**src/hdl/mcu_ao_consts.svh**
```systemverilog
// ==============================
// mcu_ao constants
// widths, interrupt bit positions and register offsets
// ==============================

`ifndef MCU_AO_CONSTS_SVH
`define MCU_AO_CONSTS_SVH

`define MCU_DATA_W      32
`define MCU_ADDR_W      8
`define NUM_FAST_IRQ    15
`define NUM_TIMER_IRQ   4
`define NUM_GPIO_AO_IRQ 8

`define IRQ_SW_BIT    3
`define IRQ_TIMER_BIT 7
`define IRQ_EXT_BIT   11
`define IRQ_FAST_LSB  16

`define REG_IRQ_EN   8'h00
`define REG_IRQ_PEND 8'h04
`define REG_PWR_CTRL 8'h08
`define REG_PWR_STAT 8'h0C
`define REG_EXIT     8'h10

`endif

```
**src/hdl/mcu_ao_pkg.sv**
```systemverilog
// ==============================
// mcu_ao_pkg: shared types of the always-on control slice
// ==============================

`include "mcu_ao_consts.svh"

package mcu_ao_pkg;

  typedef logic [`MCU_DATA_W-1:0]   mcu_word_t;
  typedef logic [`MCU_ADDR_W-1:0]   mcu_addr_t;
  typedef logic [`MCU_DATA_W-1:0]   irq_vec_t;
  typedef logic [`NUM_FAST_IRQ-1:0] fast_irq_t;

  // raw interrupt sources before placement in the vector
  typedef struct packed {
    logic                          irq_software;
    logic                          irq_external;
    logic [`NUM_TIMER_IRQ-1:0]     timer;
    logic [`NUM_GPIO_AO_IRQ-1:0]   gpio_ao;
    logic                          spi_flash;
    logic                          spi;
    logic                          dma_done;
  } irq_src_t;

  // obi style request and response
  typedef struct packed {
    logic                      req;
    logic                      we;
    logic [`MCU_DATA_W/8-1:0]  be;
    mcu_addr_t                 addr;
    mcu_word_t                 wdata;
  } bus_req_t;

  typedef struct packed {
    logic      gnt;
    logic      rvalid;
    mcu_word_t rdata;
  } bus_rsp_t;

  // all active low
  typedef struct packed {
    logic pwrgate_en_n;
    logic isogate_en_n;
    logic rst_n;
    logic clkgate_en_n;
  } pwr_ctrl_t;

  typedef enum logic [2:0] {
    PD_ON,
    PD_ISO_ON,
    PD_RST_ON,
    PD_SW_OFF,
    PD_OFF,
    PD_SW_ON,
    PD_RST_OFF,
    PD_ISO_OFF
  } pd_state_e;

endpackage

```
**src/hdl/irq_aggregator.sv**
```systemverilog
// ==============================
// irq_aggregator: builds the core interrupt vector
// and raises wake on any enabled pending bit
// ==============================

`include "mcu_ao_consts.svh"

module irq_aggregator (
  input  logic                  clk_i,
  input  logic                  rst_n_i,
  input  mcu_ao_pkg::irq_src_t  src_i,
  input  mcu_ao_pkg::irq_vec_t  irq_en_i,
  output mcu_ao_pkg::irq_vec_t  irq_o,
  output logic                  wake_o
);

  import mcu_ao_pkg::*;

  fast_irq_t fast_irq;
  irq_vec_t  irq_d;
  irq_vec_t  irq_q;

  // top fast line is unused, as on the full chip
  always_comb begin
    fast_irq = {
      1'b0,
      src_i.gpio_ao,
      src_i.spi_flash,
      src_i.spi,
      src_i.dma_done,
      src_i.timer[`NUM_TIMER_IRQ-1:1]
    };
  end

  // standard risc-v positions plus the fast group
  always_comb begin
    irq_d = '0;
    irq_d[`IRQ_SW_BIT] = src_i.irq_software;
    irq_d[`IRQ_TIMER_BIT] = src_i.timer[0];
    irq_d[`IRQ_EXT_BIT] = src_i.irq_external;
    irq_d[`IRQ_FAST_LSB +: `NUM_FAST_IRQ] = fast_irq;
  end

  always_ff @(posedge clk_i or negedge rst_n_i) begin
    if (!rst_n_i) begin
      irq_q <= '0;
    end else begin
      irq_q <= irq_d;
    end
  end

  assign irq_o = irq_q;

  // wake works on the registered vector
  assign wake_o = |(irq_q & irq_en_i);

endmodule

```
**src/hdl/power_domain_seq.sv**
```systemverilog
// ==============================
// power_domain_seq: ordered power-off and power-on
// of one switchable domain
// ==============================

module power_domain_seq (
  input  logic                   clk_i,
  input  logic                   rst_n_i,
  input  logic                   off_req_i,
  input  logic                   pwr_ack_n_i,
  output mcu_ao_pkg::pwr_ctrl_t  pwr_o,
  output logic                   on_o
);

  import mcu_ao_pkg::*;

  pd_state_e state_q;
  pd_state_e state_d;
  pwr_ctrl_t pwr_q;

  // control levels seen in each state
  function automatic pwr_ctrl_t pd_ctrl(pd_state_e st);
    pwr_ctrl_t c;
    c.pwrgate_en_n = 1'b0;
    c.isogate_en_n = 1'b1;
    c.rst_n        = 1'b1;
    c.clkgate_en_n = 1'b1;
    case (st)
      PD_ISO_ON, PD_RST_OFF: begin
        c.isogate_en_n = 1'b0;
      end
      PD_RST_ON, PD_SW_ON: begin
        c.isogate_en_n = 1'b0;
        c.rst_n        = 1'b0;
        c.clkgate_en_n = 1'b0;
      end
      PD_SW_OFF, PD_OFF: begin
        c.pwrgate_en_n = 1'b1;
        c.isogate_en_n = 1'b0;
        c.rst_n        = 1'b0;
        c.clkgate_en_n = 1'b0;
      end
      default: begin
        c.pwrgate_en_n = 1'b0;
      end
    endcase
    return c;
  endfunction

  always_comb begin
    state_d = state_q;
    case (state_q)
      PD_ON: begin
        if (off_req_i) begin
          state_d = PD_ISO_ON;
        end
      end
      PD_ISO_ON:  state_d = PD_RST_ON;
      PD_RST_ON:  state_d = PD_SW_OFF;
      // switch opened, wait for the rail to drop
      PD_SW_OFF: begin
        if (pwr_ack_n_i) begin
          state_d = PD_OFF;
        end
      end
      PD_OFF: begin
        if (!off_req_i) begin
          state_d = PD_SW_ON;
        end
      end
      PD_SW_ON: begin
        if (!pwr_ack_n_i) begin
          state_d = PD_RST_OFF;
        end
      end
      PD_RST_OFF: state_d = PD_ISO_OFF;
      PD_ISO_OFF: state_d = PD_ON;
      default:    state_d = PD_ON;
    endcase
  end

  // outputs registered with the state to keep them glitch free
  always_ff @(posedge clk_i or negedge rst_n_i) begin
    if (!rst_n_i) begin
      state_q <= PD_ON;
      pwr_q   <= pd_ctrl(PD_ON);
    end else begin
      state_q <= state_d;
      pwr_q   <= pd_ctrl(state_d);
    end
  end

  assign pwr_o = pwr_q;
  assign on_o  = (state_q == PD_ON);

endmodule

```
**src/hdl/mcu_ao_regs.sv**
```systemverilog
// ==============================
// mcu_ao_regs: bus slave with interrupt enable,
// power request, power status and exit registers
// ==============================

`include "mcu_ao_consts.svh"

module mcu_ao_regs (
  input  logic                  clk_i,
  input  logic                  rst_n_i,
  input  mcu_ao_pkg::bus_req_t  bus_req_i,
  output mcu_ao_pkg::bus_rsp_t  bus_rsp_o,
  input  mcu_ao_pkg::irq_vec_t  irq_vec_i,
  input  logic                  wake_i,
  input  logic                  cpu_on_i,
  input  logic                  periph_on_i,
  input  logic                  core_sleep_i,
  output mcu_ao_pkg::irq_vec_t  irq_en_o,
  output logic                  cpu_off_req_o,
  output logic                  periph_off_req_o,
  output logic                  exit_valid_o,
  output mcu_ao_pkg::mcu_word_t exit_value_o
);

  import mcu_ao_pkg::*;

  irq_vec_t  irq_en_q;
  logic      sleep_q;
  logic      periph_off_q;
  logic      exit_valid_q;
  mcu_word_t exit_value_q;
  logic      rvalid_q;
  mcu_word_t rdata_q;
  mcu_word_t rdata_d;
  logic      wr_en;
  logic      rd_en;

  function automatic mcu_word_t merge_bytes(mcu_word_t old_w, mcu_word_t new_w,
                                            logic [`MCU_DATA_W/8-1:0] be);
    mcu_word_t res;
    res = old_w;
    for (int i = 0; i < `MCU_DATA_W / 8; i++) begin
      if (be[i]) begin
        res[8*i +: 8] = new_w[8*i +: 8];
      end
    end
    return res;
  endfunction

  // every request is granted at once
  assign wr_en = bus_req_i.req & bus_req_i.we;
  assign rd_en = bus_req_i.req & ~bus_req_i.we;

  always_ff @(posedge clk_i or negedge rst_n_i) begin
    if (!rst_n_i) begin
      irq_en_q     <= '0;
      sleep_q      <= 1'b0;
      periph_off_q <= 1'b0;
      exit_valid_q <= 1'b0;
    end else begin
      if (wr_en && bus_req_i.addr == `REG_IRQ_EN) begin
        irq_en_q <= merge_bytes(irq_en_q, bus_req_i.wdata, bus_req_i.be);
      end
      if (wr_en && bus_req_i.addr == `REG_PWR_CTRL && bus_req_i.be[0]) begin
        sleep_q      <= bus_req_i.wdata[0];
        periph_off_q <= bus_req_i.wdata[1];
      end
      // a pending enabled interrupt cancels the sleep request
      if (wake_i) begin
        sleep_q <= 1'b0;
      end
      if (wr_en && bus_req_i.addr == `REG_EXIT) begin
        exit_valid_q <= 1'b1;
      end
    end
  end

  always_ff @(posedge clk_i) begin
    if (wr_en && bus_req_i.addr == `REG_EXIT) begin
      exit_value_q <= merge_bytes(exit_value_q, bus_req_i.wdata, bus_req_i.be);
    end
  end

  // read mux, unmapped offsets read zero
  always_comb begin
    rdata_d = '0;
    case (bus_req_i.addr)
      `REG_IRQ_EN:   rdata_d = irq_en_q;
      `REG_IRQ_PEND: rdata_d = irq_vec_i;
      `REG_PWR_CTRL: rdata_d = {{(`MCU_DATA_W-2){1'b0}}, periph_off_q, sleep_q};
      `REG_PWR_STAT: rdata_d = {{(`MCU_DATA_W-2){1'b0}}, periph_on_i, cpu_on_i};
      `REG_EXIT:     rdata_d = exit_value_q;
      default:       rdata_d = '0;
    endcase
  end

  always_ff @(posedge clk_i or negedge rst_n_i) begin
    if (!rst_n_i) begin
      rvalid_q <= 1'b0;
    end else begin
      rvalid_q <= bus_req_i.req;
    end
  end

  // write responses carry zero data
  always_ff @(posedge clk_i) begin
    if (bus_req_i.req) begin
      rdata_q <= rd_en ? rdata_d : '0;
    end
  end

  assign bus_rsp_o.gnt    = bus_req_i.req;
  assign bus_rsp_o.rvalid = rvalid_q;
  assign bus_rsp_o.rdata  = rdata_q;

  assign irq_en_o         = irq_en_q;
  assign cpu_off_req_o    = sleep_q & core_sleep_i;
  assign periph_off_req_o = periph_off_q;
  assign exit_valid_o     = exit_valid_q;
  assign exit_value_o     = exit_value_q;

endmodule

```
**src/hdl/mcu_ao_top.sv**
```systemverilog
// ==============================
// mcu_ao_top: always-on control slice with interrupt
// aggregation, two domain sequencers and registers
// ==============================

module mcu_ao_top (
  input  logic                  clk_i,
  input  logic                  rst_n_i,
  input  mcu_ao_pkg::bus_req_t  bus_req_i,
  output mcu_ao_pkg::bus_rsp_t  bus_rsp_o,
  input  mcu_ao_pkg::irq_src_t  irq_src_i,
  input  logic                  core_sleep_i,
  input  logic                  cpu_pwr_ack_n_i,
  input  logic                  periph_pwr_ack_n_i,
  output mcu_ao_pkg::pwr_ctrl_t cpu_pwr_o,
  output mcu_ao_pkg::pwr_ctrl_t periph_pwr_o,
  output mcu_ao_pkg::irq_vec_t  irq_o,
  output logic                  exit_valid_o,
  output mcu_ao_pkg::mcu_word_t exit_value_o
);

  import mcu_ao_pkg::*;

  irq_vec_t irq_en;
  logic     wake;
  logic     cpu_off_req;
  logic     periph_off_req;
  logic     cpu_on;
  logic     periph_on;

  irq_aggregator irq_agg (
    .clk_i    (clk_i),
    .rst_n_i  (rst_n_i),
    .src_i    (irq_src_i),
    .irq_en_i (irq_en),
    .irq_o    (irq_o),
    .wake_o   (wake)
  );

  // cpu domain follows the sleep request
  power_domain_seq cpu_seq (
    .clk_i       (clk_i),
    .rst_n_i     (rst_n_i),
    .off_req_i   (cpu_off_req),
    .pwr_ack_n_i (cpu_pwr_ack_n_i),
    .pwr_o       (cpu_pwr_o),
    .on_o        (cpu_on)
  );

  power_domain_seq periph_seq (
    .clk_i       (clk_i),
    .rst_n_i     (rst_n_i),
    .off_req_i   (periph_off_req),
    .pwr_ack_n_i (periph_pwr_ack_n_i),
    .pwr_o       (periph_pwr_o),
    .on_o        (periph_on)
  );

  mcu_ao_regs regs (
    .clk_i            (clk_i),
    .rst_n_i          (rst_n_i),
    .bus_req_i        (bus_req_i),
    .bus_rsp_o        (bus_rsp_o),
    .irq_vec_i        (irq_o),
    .wake_i           (wake),
    .cpu_on_i         (cpu_on),
    .periph_on_i      (periph_on),
    .core_sleep_i     (core_sleep_i),
    .irq_en_o         (irq_en),
    .cpu_off_req_o    (cpu_off_req),
    .periph_off_req_o (periph_off_req),
    .exit_valid_o     (exit_valid_o),
    .exit_value_o     (exit_value_o)
  );

endmodule

```
**config.mk**
```make
export PLATFORM = sky130hd
export DESIGN_NAME = mcu_ao_top
export DESIGN_NICKNAME = d
export VERILOG_FILES = /design/src/hdl/mcu_ao_pkg.sv /design/src/hdl/irq_aggregator.sv /design/src/hdl/power_domain_seq.sv /design/src/hdl/mcu_ao_regs.sv /design/src/hdl/mcu_ao_top.sv
export VERILOG_INCLUDE_DIRS = /design/src /design/src/hdl
export SDC_FILE = /design/constraint.sdc
export NUM_CORES = 1
export LEC_CHECK = 0
export ABC_AREA = 1
export CAP_MARGIN = 5
export CORE_ASPECT_RATIO = 2
export CORE_MARGIN = 4
export CORE_UTILIZATION = 40
export DETAILED_ROUTE_END_ITERATION = 12
export DONT_BUFFER_PORTS = 1
export GPL_TIMING_DRIVEN = 1
export SLEW_MARGIN = 40
export SYNTH_ARGS = -nofsm -noshare
export SYNTH_HDL_FRONTEND = slang
export SYNTH_HIERARCHICAL = 1
export SYNTH_SLANG_ARGS = --single-unit
export TNS_END_PERCENT = 10
```
**constraint.sdc**
```tcl
create_clock -name clk_i -period 1.1 [get_ports clk_i]
set_clock_uncertainty 0.05 [all_clocks]
set_input_delay 0.055 -clock clk_i [delete_from_list [all_inputs] [get_ports clk_i]]
set_output_delay 0.055 -clock clk_i [all_outputs]
set_load 0.02 [all_outputs]
```
After elaboration in Yosys (flattened, before gate mapping)
Cells that the tools add are included.
{"block": "totals", "ff_bits": 131, "input_bits": 68}
{"block": "classes", "eq_ne": 30, "muxes": 19, "bitwise": 5, "reduce_logical": 23}
{"cell": "$pmux W32 S5", "count": 1}
{"cell": "$pmux W3 S8", "count": 2}
{"cell": "$eq A3 B3 Y1 const B", "count": 14}
{"cell": "$and A30 B32 Y32", "count": 1}
{"cell": "$reduce_or A32 Y1", "count": 1}
{"cell": "$eq A3 B2 Y1 const B", "count": 8}
{"cell": "$mux W3", "count": 8}
{"cell": "$eq A8 B4 Y1 const B", "count": 2}
{"cell": "$reduce_and A2 Y1", "count": 8}
{"cell": "$eq A3 B1 Y1 const B", "count": 4}
{"cell": "$reduce_or A6 Y1", "count": 2}
{"cell": "$eq A8 B3 Y1 const B", "count": 1}
{"cell": "$eq A8 B5 Y1 const B", "count": 1}
{"cell": "$logic_not A8 Y1", "count": 1}
{"cell": "$reduce_or A4 Y1", "count": 2}
{"cell": "$logic_not A3 Y1", "count": 2}
{"cell": "$mux W1", "count": 6}
{"cell": "$logic_and A1 B1 Y1", "count": 4}
{"cell": "$mux W2", "count": 2}
{"cell": "$reduce_or A2 Y1", "count": 2}
{"cell": "$and A1 B1 Y1", "count": 3}
{"cell": "$reduce_bool A2 Y1", "count": 1}
{"cell": "$not A1 Y1", "count": 1}

Logic depth before layout (Yosys ltp)
{"block": "logic_depth", "depth_word": 6, "mapped_depth": 9, "ltp_nobuf": 9}

Hierarchy
The synthesis kept the hierarchy.
{"module": "mcu_ao_regs", "instances": 1, "cells_per_inst": 490, "area_each_um2": 4534.3}
{"module": "power_domain_seq", "instances": 2, "cells_per_inst": 46, "area_each_um2": 346.6}
{"module": "irq_aggregator", "instances": 1, "cells_per_inst": 63, "area_each_um2": 663.1}

Least setup slack after synthesis
Ideal clock, no wire load.
{"block": "synth_timing", "path_type": "input to register", "startpoint": "input port bus_req_i[37] (netlist name)", "endpoint": "register regs.exit_value_q[0] (netlist: regs/exit_value_o[0]) (enable)", "arrival_time_ns": 1.201, "path_slack_ns": -0.521, "stages": 6, "n_path_buf": 1, "path_cell_list": "inv_1 > nand2_1 > nor2_1 > buf_2 > nand4_1 > nor2_1"}
{"block": "synth_between", "elab_chain_cells": 3}
{"element": "start: declaration", "line": "mcu_ao_top.sv:9", "text": "input mcu_ao_pkg::bus_req_t bus_req_i,"}
{"element": "$eq A8 B5 Y1 (no source line)"}
{"element": "$logic_and A1 B1 Y1 (no source line)"}
{"element": "$reduce_and A2 Y1 (no source line)"}
{"element": "end signal: assignment", "line": "mcu_ao_regs.sv:80", "text": "exit_value_q <= merge_bytes(exit_value_q, bus_req_i.wdata, bus_req_i.be);"}
{"element": "end: declaration", "line": "mcu_ao_regs.sv:31", "text": "mcu_word_t exit_value_q;"}
No other way between the ends.
A chain may end at the register's enable or synchronous reset.

Worst setup path after layout
{"block": "layout_timing", "startpoint": "register cpu_seq.state_q[0]", "endpoint": "register cpu_seq.pwr_q, in the netlist cpu_seq/pwr_o[0]"}
{"block": "layout_between", "elab_chain_cells": 5, "word_cells_on_any_way": 19, "classes_between": "11 x eq/ne; 6 x mux; 2 x reduce/logical"}
{"element": "start: declaration", "line": "power_domain_seq.sv:17", "text": "pd_state_e state_q;"}
{"element": "start signal: assignment", "line": "power_domain_seq.sv:88", "text": "state_q <= state_d;"}
{"element": "$eq A3 B3 Y1 (tied with other cells)", "line": "power_domain_seq.sv:52", "text": "case (state_q)"}
{"element": "$pmux W3 S8 *", "line": "power_domain_seq.sv:52"}
{"element": "via cpu_seq.state_d[2]", "line": "power_domain_seq.sv:18", "text": "pd_state_e state_d;"}
{"element": "$eq A3 B2 Y1 / $eq A3 B3 Y1 (equally long branches)", "line": "power_domain_seq.sv:28", "text": "case (st)"}
{"element": "$reduce_or A4 Y1 (no source line) *"}
{"element": "$mux W2 *", "line": "power_domain_seq.sv:28"}
{"element": "end signal: assignment", "line": "power_domain_seq.sv:86", "text": "pwr_q <= pd_ctrl(PD_ON);"}
{"element": "end signal: assignment", "line": "power_domain_seq.sv:89", "text": "pwr_q <= pd_ctrl(state_d);"}
{"element": "end: declaration", "line": "power_domain_seq.sv:19", "text": "pwr_ctrl_t pwr_q;"}
Mark *: on every way through the listed nets, which the timed path passes. The rest lies on a longest branch.

==> flow_metrics.py <==
metrics = {
    "synthesis": {
        "synth_warnings": 6,
        "synth_top_family_by_area": "simple AND/OR/NAND/NOR gates",
        "synth-adder-area-share_pct": 0,
        "yosys_register_bits": 129,
        "async_flop_share_pct": 50.39,
        "avgSynthCellArea_um2": 9.133,
        "netlist_instances": 645,
        "synthXorXnorAreaFrac_pct": 0,
        "ys_seq_area_share_pct": 60.32,
        "synth-simple-area-share_pct": 27.59,
        "yosysUniqueCellTypes": 28,
        "yosys-mux-area-fraction_pct": 0,
        "synth_enable_flop_cells": 64,
        "synth_flop_cell": "edfxtp_1",
        "syn_area_um2": 5891,
        "synth_compound_area_share_pct": 2.167,
    },
    "drt": {
        "drtPass1Iterations": 5,
        "wl_per_cell_um": 18.04,
        "drt-initial-drc-count": 217,
        "drt_wl_total_mm": 18.15,
        "drc_errors": 0,
        "viasPerCell": 5.041,
        "antenna_left": 0,
        "routed-via-count": 5071,
    },
    "floorplan": {
        "fp.dieH_um": 179.6,
        "die_w_um": 93.81,
        "io_pins": 175,
        "start_util_pct": 40.83,
        "core-area_um2": 14430,
        "rows": 62,
        "die-area_um2": 16850,
    },
    "placement": {
        "post-place-cells": 907,
        "io_buffers": 0,
        "postPlaceCellArea_um2": 6798,
        "dp_hpwl_mm": 12.47,
        "routabilityCongestion": 0.8431,
    },
    "sta": {
        "setup_viol": 31,
        "fin_crit_ns": 1.300,
        "hold_violations": 99,
        "rsz0062_at_grt": "true",
        "setup_ws_ns": -0.1997,
        "slew_viol_final": 0,
        "post-route-period-util_pct": 118.2,
        "fmax_mhz": 769.4,
        "fin_hold_ws_ns": -0.7217,
    },
    "worst_setup_path": {
        "required_ns": 1.39,
        "cp.arrival_ns": 1.59,
        "crit_type": "reg -> reg",
        "crit_path_end_kind": "flop",
        "r2r_start": "cpu_seq/state_q[0]$_DFF_PN0_",
        "setup.worst_path.start": "cpu_seq/state_q[0]$_DFF_PN0_",
        "start_kind": "flop",
        "critPathMaxFanout": 4,
    },
    "clock_network": {
        "root_buffer": "clkbuf_16",
        "clock_sinks": 129,
        "cts_max_level": 4,
        "cts-buffers-inserted": 17,
        "tritoncts": "built",
        "clk_latency_ns": 0.42,
        "clock_path_buffers": 2,
        "path_clk_slew_ns": 0.06,
    },
    "global_route": {
        "globalRouteTotalUtil_pct": 21.66,
        "grt_max_degree": 66,
        "grt_pass1_wl_mm": 27.81,
        "grtUsageMet2_pct": 40.24,
        "use_met3_pct": 4.812,
        "met1_usage_pct": 21.06,
        "busiest_layer": "met2",
        "grt_overflow_total": 0,
        "grt_pass1_vias": 5365,
        "antenna_found_initial": 0,
    },
    "status": {
        "status": "finished, violations left",
        "violations": "hold timing, setup timing",
    },
    "cells_and_area": {
        "postLayoutCellArea_um2": 8443,
        "finalNetCount": 869,
        "layout-drive-gt1-share_pct": 25.43,
        "most-common-layout-cells": "176 x nand2_1, 129 x nand3_1, 70 x inv_1",
        "finalNonFillerCells": 1006,
        "area.growth.synth_to_final_pct": 43.33,
        "num_antenna_cells": 0,
        "final_common_cell": "nand2_1",
        "nFillCells": 1265,
    },
    "power_and_ir_drop": {
        "cellPowerDensity_nw_per_um2": 1716,
        "p_leak_uw": 0.004055,
        "ir_worst_vdd_uv": 1489,
    },
    "min_path": {
        "worstHoldPathType": "in -> async",
    },
    "run": {
        "cap_violations": 0,
    },
}
-- Yosys cell counts (6+ instances only) --
cell type,count,share of area (%)
o21ai_0,10,0.85
inv_1,79,5.0
buf_2,17,1.4
nand2_1,187,12
nand3_1,135,11
nor2_2,6,0.64
edfxtp_1,64,33
nand2_2,6,0.64
dfrtp_1,61,26
buf_4,23,2.9
nor2_1,23,1.5
-- cell families after synthesis --
| family | count (synthesis) |
|---|---|
| other cells | 1 |
| simple gates | 367 |
| compound gates | 22 |
| flops | 129 |
| buf+inv | 126 |
-- cell type report --
type,instances,area (um2),area share [%]
Clock inverter,14,188.9,2.238
Sequential cell,129,3557,42.13
Inverter,81,314.1,3.720
Tap cell,192,240.2,2.845
Timing Repair Buffer,168,1725,20.44
Multi-Input combinational cell,404,1978,23.43
Clock buffer,18,439.2,5.202
-- routing by layer --
layer | wire, um | up-vias | part of all wire, %
met5 | 0 | - | 0
met4 | 971 | 0 | 5.4
met3 | 997 | 66 | 5.5
met2 | 10190 | 225 | 56
met1 | 5986 | 2403 | 33
li1 | - | 2377 | -
-- timing repair --
item	CTS	global route
pin swaps	4	11
hold buffers	60	1
resized for setup	61	43
buffers inserted	2	4
endpoints found under the hold margin	226	103
setup endpoints to repair	56	119
cloned	0	0
-- through the flow --
stage / util (%) / worst slack (ns) / total power (uW) / TNS [ns]
6_report: 58.52 / -0.1997 / 14490 / -2.508
5_1_grt: 58.52 / -0.2641 / 15010 / -4.710
4_1_cts: 57.24 / -0.1392 / 14140 / -4.056
3_5_place_dp: 47.11 / -0.1812 / 7666 / -13.21
3_3_place_gp: 47.11 / -0.1394 / 7572 / -10.34
2_1_floorplan: - / -0.4044 / 7169 / -12.86
-- power by group --
group          total (uW)  switching [uW]  leakage [uW]  internal (uW)
combinational        2530            1450       0.00234           1090
clock                5980            2140      0.000303           3840
sequential           5970             530       0.00142           5440
-- registers in the layout, indices dropped and copies added (netlist names) --
register / count
regs/exit_value_o: 32
regs/irq_en_o: 32
regs/rdata_q: 32
irq_agg/irq_o: 17
cpu_seq/pwr_o: 3
cpu_seq/state_q: 3
periph_seq/pwr_o: 3
periph_seq/state_q: 3
regs/exit_valid_o: 1
regs/periph_off_req_o: 1
regs/rvalid_q: 1
regs/sleep_q: 1
-- worst max-delay path, cell delays in order, from the launching register on --
cell and delay, ns:
dfrtp_1 0.40, buf_4 0.17, nand2_4 0.05, nor2_2 0.13, nand2_1 0.11, nand2_2 0.10, nand3_2 0.09, nand2_2 0.08
nor2_2 0.03
-- final timing paths --
| check | end | slack (ns) | cells after the start |
|---|---|---|---|
| setup / recovery | cpu_seq/pwr_o[0]$_DFF_PN1_ | -0.20 | 8 |
| hold / removal | regs/irq_en_o[19]$_DFFE_PN0P_ | -0.72 | 0 |
| setup reg to reg | cpu_seq/pwr_o[0]$_DFF_PN1_ | -0.20 | 8 |
| hold reg to reg | regs/irq_en_o[10]$_DFFE_PN0P_ | 0.43 | 2 |
| max in group asynchronous | periph_seq/pwr_o[0]$_DFF_PN1_ | 1.53 | 0 |
| min in group clk_i | regs/rvalid_q$_DFF_PN0_ | -0.17 | 1 |
No activity file was read; power rests on OpenSTA's default activity.
